===== src/source/hart_mem_consts.svh =====
`ifndef HART_MEM_CONSTS_SVH
`define HART_MEM_CONSTS_SVH

// width of every address and data word in the memory system
`define XLEN 32

// byte lanes in one word, one mask bit per lane
`define BYTES_PER_WORD 4

// the instruction cache holds 2**4 = 16 one-word lines
`define ICACHE_INDEX_BITS 4

// the data cache holds 2**4 = 16 one-word lines
`define DCACHE_INDEX_BITS 4

// both caches split an address into tag, index and a 2-bit byte offset,
// so the tag is whatever remains above the index
// tag width = XLEN - 2 - INDEX_BITS, which is 30 - INDEX_BITS for 32 bits

`endif


===== src/source/hart_mem_pkg.sv =====
`include "hart_mem_consts.svh"

package hart_mem_pkg;

    // one address or data word on any bus of the memory system
    typedef logic [`XLEN-1:0] word_t;

    // bit n enables byte lane n, that is bits 8n+7 down to 8n
    typedef logic [`BYTES_PER_WORD-1:0] byte_mask_t;

    // access size of a load or store
    // the encoding leaves 2'b11 unused
    typedef enum logic [1:0] {
        LS_BYTE = 2'd0,
        LS_HALF = 2'd1,
        LS_WORD = 2'd2
    } ls_size_e;

    // which cache currently holds the shared external bus
    typedef enum logic [1:0] {
        OWN_NONE   = 2'd0,
        OWN_ICACHE = 2'd1,
        OWN_DCACHE = 2'd2
    } bus_owner_e;

endpackage


===== src/source/icache.sv =====
`timescale 1ns/1ps

`include "hart_mem_consts.svh"

module icache #(
    parameter int INDEX_BITS = `ICACHE_INDEX_BITS
) (
    input  logic                i_clk,
    input  logic                i_rst_n,
    // fetch address, held by the requester while busy
    input  hart_mem_pkg::word_t i_addr,
    output hart_mem_pkg::word_t o_inst,
    output logic                o_busy,
    // read-only side of the external bus
    output logic                o_mem_ren,
    output hart_mem_pkg::word_t o_mem_addr,
    input  hart_mem_pkg::word_t i_mem_rdata,
    input  logic                i_mem_ready,
    input  logic                i_mem_valid
);
    localparam int TAG_BITS = 30 - INDEX_BITS;
    localparam int LINES    = 1 << INDEX_BITS;

    typedef enum logic [1:0] {
        S_IDLE,
        S_REQ,
        S_WAIT
    } state_e;

    state_e                state_q;
    logic [LINES-1:0]      valid_q;
    logic [TAG_BITS-1:0]   tag_q [LINES];
    hart_mem_pkg::word_t   data_q [LINES];

    logic [INDEX_BITS-1:0] index;
    logic [TAG_BITS-1:0]   tag;
    logic                  hit;

    // the two byte-offset bits sit below the index
    assign index = i_addr[2 +: INDEX_BITS];
    assign tag   = i_addr[INDEX_BITS+2 +: TAG_BITS];
    assign hit   = valid_q[index] && (tag_q[index] == tag);

    // a hit returns the line in the same cycle with busy low
    assign o_inst = data_q[index];
    assign o_busy = !hit;

    // the strobe is held in S_REQ until the bus accepts it
    assign o_mem_ren  = (state_q == S_REQ);
    assign o_mem_addr = {i_addr[`XLEN-1:2], 2'b00};

    always_ff @(posedge i_clk) begin
        if (!i_rst_n) begin
            state_q <= S_IDLE;
            valid_q <= '0;
        end else begin
            case (state_q)
                S_IDLE: begin
                    // any miss on the held address starts a fill
                    if (!hit) begin
                        state_q <= S_REQ;
                    end
                end
                S_REQ: begin
                    if (i_mem_ready) begin
                        state_q <= S_WAIT;
                    end
                end
                S_WAIT: begin
                    // the line turns valid here so the next cycle hits
                    if (i_mem_valid) begin
                        valid_q[index] <= 1'b1;
                        state_q        <= S_IDLE;
                    end
                end
                default: state_q <= S_IDLE;
            endcase
        end
    end

    // the returning word lands in the line picked by the held fetch address
    always_ff @(posedge i_clk) begin
        if ((state_q == S_WAIT) && i_mem_valid) begin
            tag_q[index]  <= tag;
            data_q[index] <= i_mem_rdata;
        end
    end

endmodule


===== src/source/dcache.sv =====
`timescale 1ns/1ps

`include "hart_mem_consts.svh"

module dcache #(
    parameter int INDEX_BITS = `DCACHE_INDEX_BITS
) (
    input  logic                     i_clk,
    input  logic                     i_rst_n,
    // request side from the load/store unit, held while busy
    input  logic                     i_req_ren,
    input  logic                     i_req_wen,
    input  hart_mem_pkg::word_t      i_req_addr,
    input  hart_mem_pkg::word_t      i_req_wdata,
    input  hart_mem_pkg::byte_mask_t i_req_mask,
    output hart_mem_pkg::word_t      o_res_rdata,
    output logic                     o_busy,
    // external bus side, routed through the arbiter
    output logic                     o_mem_ren,
    output logic                     o_mem_wen,
    output hart_mem_pkg::word_t      o_mem_addr,
    output hart_mem_pkg::word_t      o_mem_wdata,
    input  hart_mem_pkg::word_t      i_mem_rdata,
    input  logic                     i_mem_ready,
    input  logic                     i_mem_valid
);
    localparam int TAG_BITS = 30 - INDEX_BITS;
    localparam int LINES    = 1 << INDEX_BITS;

    typedef enum logic [2:0] {
        S_IDLE,
        S_FILL_REQ,
        S_FILL_WAIT,
        S_WRITE,
        S_DONE
    } state_e;

    state_e                state_q;
    logic [LINES-1:0]      valid_q;
    logic [TAG_BITS-1:0]   tag_q [LINES];
    hart_mem_pkg::word_t   data_q [LINES];

    logic [INDEX_BITS-1:0] index;
    logic [TAG_BITS-1:0]   tag;
    logic                  hit;
    hart_mem_pkg::word_t   line;
    hart_mem_pkg::word_t   merged;

    assign index = i_req_addr[2 +: INDEX_BITS];
    assign tag   = i_req_addr[INDEX_BITS+2 +: TAG_BITS];
    assign hit   = valid_q[index] && (tag_q[index] == tag);
    assign line  = data_q[index];

    // store bytes replace only the lanes enabled by the mask
    // the rest of the word comes from the line, which is always present
    // by the time the write goes out
    always_comb begin
        for (int b = 0; b < `BYTES_PER_WORD; b++) begin
            merged[8*b +: 8] = i_req_mask[b] ? i_req_wdata[8*b +: 8] : line[8*b +: 8];
        end
    end

    assign o_res_rdata = line;

    // a load hit is free, while every store costs at least the write
    always_comb begin
        case (state_q)
            S_IDLE:  o_busy = i_req_wen || (i_req_ren && !hit);
            S_DONE:  o_busy = 1'b0;
            default: o_busy = 1'b1;
        endcase
    end

    // the bus carries whole words, so a store always sends the merged word
    assign o_mem_ren   = (state_q == S_FILL_REQ);
    assign o_mem_wen   = (state_q == S_WRITE);
    assign o_mem_addr  = {i_req_addr[`XLEN-1:2], 2'b00};
    assign o_mem_wdata = merged;

    always_ff @(posedge i_clk) begin
        if (!i_rst_n) begin
            state_q <= S_IDLE;
            valid_q <= '0;
        end else begin
            case (state_q)
                S_IDLE: begin
                    // a store on a miss fills first and comes back here
                    if (i_req_wen) begin
                        state_q <= hit ? S_WRITE : S_FILL_REQ;
                    end else if (i_req_ren && !hit) begin
                        state_q <= S_FILL_REQ;
                    end
                end
                S_FILL_REQ: begin
                    if (i_mem_ready) begin
                        state_q <= S_FILL_WAIT;
                    end
                end
                S_FILL_WAIT: begin
                    if (i_mem_valid) begin
                        valid_q[index] <= 1'b1;
                        state_q        <= S_IDLE;
                    end
                end
                S_WRITE: begin
                    if (i_mem_ready) begin
                        state_q <= S_DONE;
                    end
                end
                // single completion cycle with busy low, then back to lookup
                S_DONE:  state_q <= S_IDLE;
                default: state_q <= S_IDLE;
            endcase
        end
    end

    // fill writes the fetched word, write-through updates the line on acceptance
    always_ff @(posedge i_clk) begin
        if ((state_q == S_FILL_WAIT) && i_mem_valid) begin
            tag_q[index]  <= tag;
            data_q[index] <= i_mem_rdata;
        end else if ((state_q == S_WRITE) && i_mem_ready) begin
            data_q[index] <= merged;
        end
    end

endmodule


===== src/source/mem_arbiter.sv =====
`timescale 1ns/1ps

module mem_arbiter (
    input  logic                i_clk,
    input  logic                i_rst_n,
    // instruction cache, read only
    input  logic                i_ic_ren,
    input  hart_mem_pkg::word_t i_ic_addr,
    output logic                o_ic_ready,
    output logic                o_ic_valid,
    // data cache
    input  logic                i_dc_ren,
    input  logic                i_dc_wen,
    input  hart_mem_pkg::word_t i_dc_addr,
    input  hart_mem_pkg::word_t i_dc_wdata,
    output logic                o_dc_ready,
    output logic                o_dc_valid,
    // shared external bus
    output logic                o_mem_ren,
    output logic                o_mem_wen,
    output hart_mem_pkg::word_t o_mem_addr,
    output hart_mem_pkg::word_t o_mem_wdata,
    input  hart_mem_pkg::word_t i_mem_rdata,
    input  logic                i_mem_valid,
    input  logic                i_mem_ready
);
    hart_mem_pkg::bus_owner_e owner_q;
    hart_mem_pkg::bus_owner_e owner;
    logic                     ic_sel;
    logic                     dc_sel;

    // a free bus is granted in the same cycle, instruction side first
    always_comb begin
        owner = owner_q;
        if (owner_q == hart_mem_pkg::OWN_NONE) begin
            if (i_ic_ren) begin
                owner = hart_mem_pkg::OWN_ICACHE;
            end else if (i_dc_ren || i_dc_wen) begin
                owner = hart_mem_pkg::OWN_DCACHE;
            end
        end
    end

    assign ic_sel = (owner == hart_mem_pkg::OWN_ICACHE);
    assign dc_sel = (owner == hart_mem_pkg::OWN_DCACHE);

    // only the owner's strobes reach the bus
    // a waiting cache therefore cannot start a second transaction
    assign o_mem_ren   = (ic_sel && i_ic_ren) || (dc_sel && i_dc_ren);
    assign o_mem_wen   = dc_sel && i_dc_wen;
    assign o_mem_addr  = dc_sel ? i_dc_addr : i_ic_addr;
    assign o_mem_wdata = dc_sel ? i_dc_wdata : '0;

    // the cache without the bus sees ready and valid low
    assign o_ic_ready = ic_sel && i_mem_ready;
    assign o_ic_valid = ic_sel && i_mem_valid;
    assign o_dc_ready = dc_sel && i_mem_ready;
    assign o_dc_valid = dc_sel && i_mem_valid;

    // reads release the bus on valid, writes already on acceptance
    always_ff @(posedge i_clk) begin
        if (!i_rst_n) begin
            owner_q <= hart_mem_pkg::OWN_NONE;
        end else if (o_mem_wen && i_mem_ready) begin
            owner_q <= hart_mem_pkg::OWN_NONE;
        end else if (i_mem_valid) begin
            owner_q <= hart_mem_pkg::OWN_NONE;
        end else begin
            owner_q <= owner;
        end
    end

endmodule


===== src/source/lsu.sv =====
`timescale 1ns/1ps

module lsu (
    // load/store request, held by the requester until completion
    input  logic                     i_ls_read,
    input  logic                     i_ls_write,
    input  hart_mem_pkg::word_t      i_ls_addr,
    input  hart_mem_pkg::word_t      i_ls_wdata,
    input  hart_mem_pkg::ls_size_e   i_ls_size,
    input  logic                     i_ls_unsigned,
    // word-aligned request to the data cache
    input  hart_mem_pkg::word_t      i_dc_rdata,
    output logic                     o_dc_ren,
    output logic                     o_dc_wen,
    output hart_mem_pkg::word_t      o_dc_addr,
    output hart_mem_pkg::word_t      o_dc_wdata,
    output hart_mem_pkg::byte_mask_t o_dc_mask,
    // load result and trap
    output hart_mem_pkg::word_t      o_ls_rdata,
    output logic                     o_ls_trap
);
    logic [1:0]          offset;
    logic [4:0]          lane_shift;
    logic                misaligned;
    logic                sign_bit;
    hart_mem_pkg::word_t shifted;

    assign offset     = i_ls_addr[1:0];
    assign lane_shift = {offset, 3'b000};

    // halves need an even address and words a multiple of four
    assign misaligned = ((i_ls_size == hart_mem_pkg::LS_HALF) && offset[0]) ||
                        ((i_ls_size == hart_mem_pkg::LS_WORD) && (offset != 2'b00));

    // a misaligned access traps at once and the cache never sees it
    assign o_ls_trap = (i_ls_read || i_ls_write) && misaligned;
    assign o_dc_ren  = i_ls_read && !misaligned;
    assign o_dc_wen  = i_ls_write && !misaligned;
    assign o_dc_addr = {i_ls_addr[31:2], 2'b00};

    // store data moves up into its byte lane, the mask picks the lanes
    assign o_dc_wdata = i_ls_wdata << lane_shift;

    always_comb begin
        case (i_ls_size)
            hart_mem_pkg::LS_BYTE: o_dc_mask = 4'b0001 << offset;
            hart_mem_pkg::LS_HALF: o_dc_mask = 4'b0011 << offset;
            default:               o_dc_mask = 4'b1111;
        endcase
    end

    // load data comes down from its lane before extension
    assign shifted = i_dc_rdata >> lane_shift;

    always_comb begin
        sign_bit = 1'b0;
        case (i_ls_size)
            hart_mem_pkg::LS_BYTE: begin
                sign_bit   = !i_ls_unsigned && shifted[7];
                o_ls_rdata = {{24{sign_bit}}, shifted[7:0]};
            end
            hart_mem_pkg::LS_HALF: begin
                sign_bit   = !i_ls_unsigned && shifted[15];
                o_ls_rdata = {{16{sign_bit}}, shifted[15:0]};
            end
            default: o_ls_rdata = shifted;
        endcase
    end

endmodule


===== src/source/hart_mem_sys.sv =====
`timescale 1ns/1ps

`include "hart_mem_consts.svh"

module hart_mem_sys (
    input  logic                   i_clk,
    input  logic                   i_rst_n,
    // fetch side
    input  hart_mem_pkg::word_t    i_fetch_addr,
    output hart_mem_pkg::word_t    o_fetch_inst,
    output logic                   o_fetch_busy,
    // load/store side
    input  logic                   i_ls_read,
    input  logic                   i_ls_write,
    input  hart_mem_pkg::word_t    i_ls_addr,
    input  hart_mem_pkg::word_t    i_ls_wdata,
    input  hart_mem_pkg::ls_size_e i_ls_size,
    input  logic                   i_ls_unsigned,
    output hart_mem_pkg::word_t    o_ls_rdata,
    output logic                   o_ls_trap,
    output logic                   o_ls_busy,
    // external memory bus
    output logic                   o_mem_ren,
    output logic                   o_mem_wen,
    output hart_mem_pkg::word_t    o_mem_addr,
    output hart_mem_pkg::word_t    o_mem_wdata,
    input  hart_mem_pkg::word_t    i_mem_rdata,
    input  logic                   i_mem_valid,
    input  logic                   i_mem_ready
);
    // icache to arbiter
    logic ic_mem_ren, ic_mem_ready, ic_mem_valid;
    hart_mem_pkg::word_t ic_mem_addr;
    // dcache to arbiter
    logic dc_mem_ren, dc_mem_wen, dc_mem_ready, dc_mem_valid;
    hart_mem_pkg::word_t dc_mem_addr, dc_mem_wdata;
    // lsu to dcache
    logic dc_ren, dc_wen;
    hart_mem_pkg::word_t dc_addr, dc_wdata, dc_rdata;
    hart_mem_pkg::byte_mask_t dc_mask;

    icache #(.INDEX_BITS(`ICACHE_INDEX_BITS)) u_icache (
        .i_clk(i_clk), .i_rst_n(i_rst_n), .i_addr(i_fetch_addr),
        .o_inst(o_fetch_inst), .o_busy(o_fetch_busy),
        .o_mem_ren(ic_mem_ren), .o_mem_addr(ic_mem_addr), .i_mem_rdata(i_mem_rdata),
        .i_mem_ready(ic_mem_ready), .i_mem_valid(ic_mem_valid)
    );

    // the load/store busy is the data cache busy, a trap never reaches it
    dcache #(.INDEX_BITS(`DCACHE_INDEX_BITS)) u_dcache (
        .i_clk(i_clk), .i_rst_n(i_rst_n),
        .i_req_ren(dc_ren), .i_req_wen(dc_wen), .i_req_addr(dc_addr),
        .i_req_wdata(dc_wdata), .i_req_mask(dc_mask),
        .o_res_rdata(dc_rdata), .o_busy(o_ls_busy),
        .o_mem_ren(dc_mem_ren), .o_mem_wen(dc_mem_wen), .o_mem_addr(dc_mem_addr),
        .o_mem_wdata(dc_mem_wdata), .i_mem_rdata(i_mem_rdata),
        .i_mem_ready(dc_mem_ready), .i_mem_valid(dc_mem_valid)
    );

    lsu u_lsu (
        .i_ls_read(i_ls_read), .i_ls_write(i_ls_write), .i_ls_addr(i_ls_addr),
        .i_ls_wdata(i_ls_wdata), .i_ls_size(i_ls_size), .i_ls_unsigned(i_ls_unsigned),
        .i_dc_rdata(dc_rdata), .o_dc_ren(dc_ren), .o_dc_wen(dc_wen), .o_dc_addr(dc_addr),
        .o_dc_wdata(dc_wdata), .o_dc_mask(dc_mask),
        .o_ls_rdata(o_ls_rdata), .o_ls_trap(o_ls_trap)
    );

    mem_arbiter u_arbiter (
        .i_clk(i_clk), .i_rst_n(i_rst_n),
        .i_ic_ren(ic_mem_ren), .i_ic_addr(ic_mem_addr),
        .o_ic_ready(ic_mem_ready), .o_ic_valid(ic_mem_valid),
        .i_dc_ren(dc_mem_ren), .i_dc_wen(dc_mem_wen), .i_dc_addr(dc_mem_addr),
        .i_dc_wdata(dc_mem_wdata), .o_dc_ready(dc_mem_ready), .o_dc_valid(dc_mem_valid),
        .o_mem_ren(o_mem_ren), .o_mem_wen(o_mem_wen), .o_mem_addr(o_mem_addr),
        .o_mem_wdata(o_mem_wdata), .i_mem_rdata(i_mem_rdata),
        .i_mem_valid(i_mem_valid), .i_mem_ready(i_mem_ready)
    );

endmodule


===== config.mk =====
export PLATFORM = sky130hd
export DESIGN_NAME = hart_mem_sys
export DESIGN_NICKNAME = d
export VERILOG_FILES = /design/src/source/hart_mem_pkg.sv /design/src/source/icache.sv /design/src/source/dcache.sv /design/src/source/mem_arbiter.sv /design/src/source/lsu.sv /design/src/source/hart_mem_sys.sv
export VERILOG_INCLUDE_DIRS = /design/src /design/src/source
export SDC_FILE = /design/constraint.sdc
export NUM_CORES = 2
export LEC_CHECK = 0
export ABC_AREA = 1
export BUFFER_PORTS_ARGS = -buffer_cell sky130_fd_sc_hd__buf_4
export CAP_MARGIN = 20
export CELL_PAD_IN_SITES_DETAIL_PLACEMENT = 1
export CELL_PAD_IN_SITES_GLOBAL_PLACEMENT = 1
export CORE_MARGIN = 1
export CORE_UTILIZATION = 42
export DETAILED_ROUTE_END_ITERATION = 8
export GPL_ROUTABILITY_DRIVEN = 0
export HOLD_SLACK_MARGIN = 0.06
export PLACE_DENSITY = 0.77
export SYNTH_ARGS = -nofsm -noshare
export SYNTH_HDL_FRONTEND = slang
export SYNTH_HIERARCHICAL = 1
export SYNTH_SLANG_ARGS = --single-unit

===== constraint.sdc =====
create_clock -name i_clk -period 6 [get_ports i_clk]
set_input_delay 1.5 -clock i_clk [delete_from_list [all_inputs] [get_ports i_clk]]
set_output_delay 1.5 -clock i_clk [all_outputs]
set_load 0.005 [all_outputs]

# After elaboration in Yosys (flattened, before gate mapping)
# Memory sizes are Yosys's and may differ from the RTL's.
# Cells that the tools add are included.
dict set report word_totals {
  register_bits 39
  ramBits 1856
  inputBits 137
  out_inout_bits 133
  elab_cells 121
  n_memories 4
}
dict set report op_classes {
  magnitude_cmp 4
  n_eq_ne 19
  n_shift 4
  mux 39
  bitwise 4
  n_reduce_logical 42
}
# name depth word_bits rd rd_ports_with_merged_regs write_ports line_no
set mem_list {}
lappend mem_list {u_dcache.data_q 16 32 1 0 1 dcache.sv:41} ;# hart_mem_pkg::word_t data_q [LINES];
lappend mem_list {u_icache.data_q 16 32 1 0 1 icache.sv:33} ;# hart_mem_pkg::word_t data_q [LINES];
lappend mem_list {u_dcache.tag_q 16 26 1 0 1 dcache.sv:40} ;# logic [TAG_BITS-1:0] tag_q [LINES];
lappend mem_list {u_icache.tag_q 16 26 1 0 1 icache.sv:32} ;# logic [TAG_BITS-1:0] tag_q [LINES];
# cell n
set op_table {}
lappend op_table {{$mux 32} 3}
lappend op_table {{$pmux 32 s2} 1}
lappend op_table {{$eq 26x26->1} 2}
lappend op_table {{$mux 8} 4}
lappend op_table {{$or 16x16->16} 2}
lappend op_table {{$shl 32x5->32} 1}
lappend op_table {{$shr 32x5->32} 1}
lappend op_table {{$logic_and 1x1->1} 23}
lappend op_table {{$mux 3} 5}
lappend op_table {{$mux 2} 7}
lappend op_table {{$pmux 3 s4} 1}
lappend op_table {{$mux 1} 11}
lappend op_table {{$lt 4x5->1 const B} 2}
lappend op_table {{$bmux 1 s4} 2}
lappend op_table {{$demux 1 s4} 2}
lappend op_table {{$ge 4x1->1 const B} 2}
lappend op_table {{$ne 2x2->1 const B} 4}
lappend op_table {{$pmux 4 s2} 1}
lappend op_table {{$eq 2x1->1 const B} 3}
lappend op_table {{$eq 2x2->1 const B} 3}
lappend op_table {{$eq 3x2->1 const B} 2}
lappend op_table {{$logic_not 2->1} 3}
lappend op_table {{$pmux 2 s3} 1}
lappend op_table {{$logic_or 1x1->1} 5}
lappend op_table {{16 further kinds} 21}

# Depth between registers and ports, before layout
dict set report depth {
  depth_word 12
  ltp_mapped 22
  depth_no_buf 19
}

# By module
# The synthesis kept the hierarchy.
# module n_inst cells_per_inst area_each_um2 seq_area_each_um2
set modules_own_cells {}
lappend modules_own_cells {dcache 1 2984 38134.1 28247.1}
lappend modules_own_cells {icache 1 2782 36779.0 28227.1}
lappend modules_own_cells {lsu 1 311 1551.5 0.0}
lappend modules_own_cells {mem_arbiter 1 200 895.9 40.0}

# Worst setup path before layout
# No wires, ideal clock.
dict set report synth_timing {
  path_type {in2reg}
  startpoint {in i_fetch_addr[4]}
  endpoint {mem u_icache/data_q[3][0] in the netlist's numbering, enable pin}
  setup_time_ps 476
  arrival_ps 4877
  required_ps 5524
  path_slack_ps 648
  cell_stages 4
  n_path_buf 1
  cell_sequence {nor2_1 clkinv_1 clkbuf_1 nor2_1}
}
# item line_no
set synth_rtl {}
lappend synth_rtl {{start, declared} hart_mem_sys.sv:9} ;# input hart_mem_pkg::word_t i_fetch_addr,
lappend synth_rtl {{end, declared} icache.sv:33}
# No word-level cell before the write port.

# Worst setup path in the final report
dict set report layout_timing {
  startpoint {in i_ls_addr[3]}
  endpoint {out o_ls_rdata[10]}
}
dict set report layout_between {
  elab_chain_len 4
}
# item line_no
set layout_lines {}
lappend layout_lines {{start, declared} hart_mem_sys.sv:15} ;# input hart_mem_pkg::word_t i_ls_addr,
lappend layout_lines {{$mem_v2 16x32} --}
lappend layout_lines {{net dc_rdata[23]} hart_mem_sys.sv:39} ;# hart_mem_pkg::word_t dc_addr, dc_wdata, dc_rdata;
lappend layout_lines {{$shr 32x5->32} lsu.sv:53} ;# assign shifted = i_dc_rdata >> lane_shift;
lappend layout_lines {{$logic_and 1x1->1} lsu.sv:59} ;# sign_bit = !i_ls_unsigned && shifted[7];
lappend layout_lines {{$pmux 32 s2} lsu.sv:57} ;# case (i_ls_size)
lappend layout_lines {{end, declared} hart_mem_sys.sv:19} ;# output hart_mem_pkg::word_t o_ls_rdata,
# The timed path passes the listed nets, and every way through them passes these cells.

==> out/metrics.yaml <==
global_routing:
  grt.overflow.total: 0
  grt_antenna_before_repair: 15
  global_route.usage.total_pct: 25.8
  grt_pass1_wl_um: 355000
  maximum_number_of_pins_on_one_net_before_global_route_repair: 105
  via_count_of_the_first_global_routing_pass: 54200
setup_path:
  worst_stage_delay_on_the_critical_path_ns: 0.62
  crit_arrival_ns: 4.36
  timing.critical_path.required_ns: 4.50
  end_kind: "output pin"
  cp_top_family: "simple AND/OR/NAND/NOR gates"
  timing.critical_path.fanout_max: 68
  crit_path_top_delay_cell: "sky130_fd_sc_hd__or4_4"
  path_buf_inv: 6
  criticalPathCategory: "primary input to output pin"
  cp_cell_sequence: "buf_4 -> clkinv_2 -> buf_6 -> nand2_4 -> inv_4 -> buf_12 -> a22oi_1 -> a21oi_1 -> or4_4 -> nand2_1 -> nand3_1 -> nand3_4 -> nand2_1 -> buf_4"
  timing.critical_path.from_type: "primary input"
clock_network:
  cts.repair.resized: 0
  tritoncts_clock_tree: "done"
  tritoncts.num_buffers: 188
  htree_num_levels: 4
  clock_sink_count: 1895
  clock_tree.buffer_depth: 3
  cts_hold_repair.buffers: 0
  cts_root_buffer: "sky130_fd_sc_hd__clkbuf_16"
  post_cts_setup_inserts: 0
  clk-insertion-delay-late_ns: 0.85
  clk_transition_reported_paths_ns: 0.06
die:
  std_cell_rows: 157
  io_pins: 270
  floorplan.die.width_um: 431
  die_h_um: 431
  core_area_um2: 183000
  initial_core_util_pct: 42.2
  die_ar_um2: 186000
routing:
  drcViolationCount: 0
  dr_total_vias: 52100
  vias_per_instance: 5.71
  wire_per_inst_um: 26.8
  antenna_left: 0
  routed_wirelength_um: 244000
  drt_pass1_iterations: 5
  detail_route.iter0.violations: 5101
sta:
  timing_max_transition_violations_final: 0
  fin_skew_ns: 0.0386
  min_tclk_post_route_ns: 5.86
  worstMarginPinSlew_ns: 1.02
  timing.final.ws_setup_ns: 0.145
  period_share_pct: 97.6
  timing.fmax_ghz: 0.171
  setup_violating_endpoint_count_in_the_final_report: 0
  grt_setup_unrepaired: "false"
  final.setup.tns_ns: 0
  finalHoldViolCount: 0
  slew_headroom_pct: 31.9
placed_design:
  detailedPlacementHpwl_um: 143000
  place_ws_ns: 0.0960
  buffer_ports.inserted: 265
power_and_ir_drop:
  p_switching_mw: 6.79
  combinational_fraction_of_design_power_pct: 9.1
  power.share.switching_pct: 24.0
  power.density_cell_area_nw_per_um2: 321
  power.clock.fraction_pct: 39.6
  p_leak_nw: 32.0
  peak_vdd_ir_mv: 0.319
  seqPwrFrac_pct: 51.3
  power.internal_mw: 21.6
  power.total_mw: 28.4
final_layout:
  final_net_count: 6621
  drive_gt1_share_pct: 13.1
  postLayoutCoreUtil_pct: 48.2
  area_growth_syn_to_fin_pct: 14.2
hold_path:
  min-delay-path-class: "register to register"
outcome:
  status: "finished clean"
flow_run:
  max_cap_violations: 0
synthesis:
  postSynthCellCount: 6274
  synthesis.yosys.warnings: 6
  syn_area_cell_um2: 12.3
  synth_area_um2: 77300
tightest hold or removal path: stages (launching register included):
cell and delay [ns]:
sky130_fd_sc_hd__dfxtp_1 0.33, sky130_fd_sc_hd__nor2_1 0.05, sky130_fd_sc_hd__nor2_1 0.07
layout by cell type, fill, tap and decap left out, drive strengths merged, types with 32 or more instances in the layout:
master	count
buf	446
dfxtp	39
nor2	308
or4	64
mux2	32
inv	133
clkinv	99
nand2	2272
o21ai	66
a21oi	267
a22oi	521
edfxtp	1856
nand3	163
clkbuf	229
a21boi	32
power groups by stage:
stage	Combinational, mW	Clock (mW)	Sequential [mW]
global placement	2.45	0	14.8
CTS	2.55	11.3	14.6
detailed placement	2.53	0	14.8
floorplan	1.30	0	14.8
finish	2.57	11.2	14.6
global route	2.73	11.8	14.6
sequential cells by signal, summed over array words and instances, names as in the netlist, named ones only:
signal and cells:
u_arbiter/owner_q 1, u_icache/valid_q 16, u_dcache/data_q 512, u_icache/data_q 512, u_dcache/valid_q 16, u_icache/state_q 2
u_dcache/state_q 3, u_icache/tag_q 416, u_dcache/tag_q 416
final timing paths:
kind | endpoint | from | slack (ns) | cells past startpoint
worst min-delay path | u_dcache/valid_q[4] | u_dcache/valid_q[4] | 0.48 | 2
worst max-delay path | o_ls_rdata[10] | i_ls_addr[3] | 0.14 | 14
worst min register to register | u_dcache/valid_q[4] | u_dcache/valid_q[4] | 0.48 | 2
worst max register to register | u_dcache/data_q[2][30] | u_dcache/state_q[0] | 1.31 | 11
per-layer routing:
| layer | up-vias | part of all wire (%) | track usage (%) |
|---|---|---|---|
| met5 | - | 0.025 | 0 |
| met2 | 2153 | 51 | 45.1 |
| met4 | 8 | 4.8 | 12.7 |
| met1 | 26800 | 37 | 30.9 |
| li1 | 22700 | - | - |
| met3 | 483 | 6.6 | 4.05 |
layout make-up:
type | instances | area, um2
fillers | 18900 | 94800
flip-flops and latches | 1895 | 56500
multi-input cells | 3819 | 18400
clock buffers | 229 | 4980
repair buffers | 446 | 3980
well taps | 2464 | 3080
clock inverters | 114 | 833
inverters | 134 | 526
diodes | 12 | 30.0
metrics by stage:
| step | cells | instance area, um2 | hold WS (ns) |
|---|---|---|---|
| 6_report | 9113 | 88300 | 0.475 |
| 5_1_grt | 9109 | 88300 | 0.502 |
| 4_1_cts | 9100 | 88200 | 0.475 |
| 3_5_place_dp | 8757 | 82400 | 0.460 |
| 3_3_place_gp | 8754 | 82300 | 0.449 |
| 2_1_floorplan | 6276 | 77300 | 0.440 |
Power figures use the tool's default switching activity.
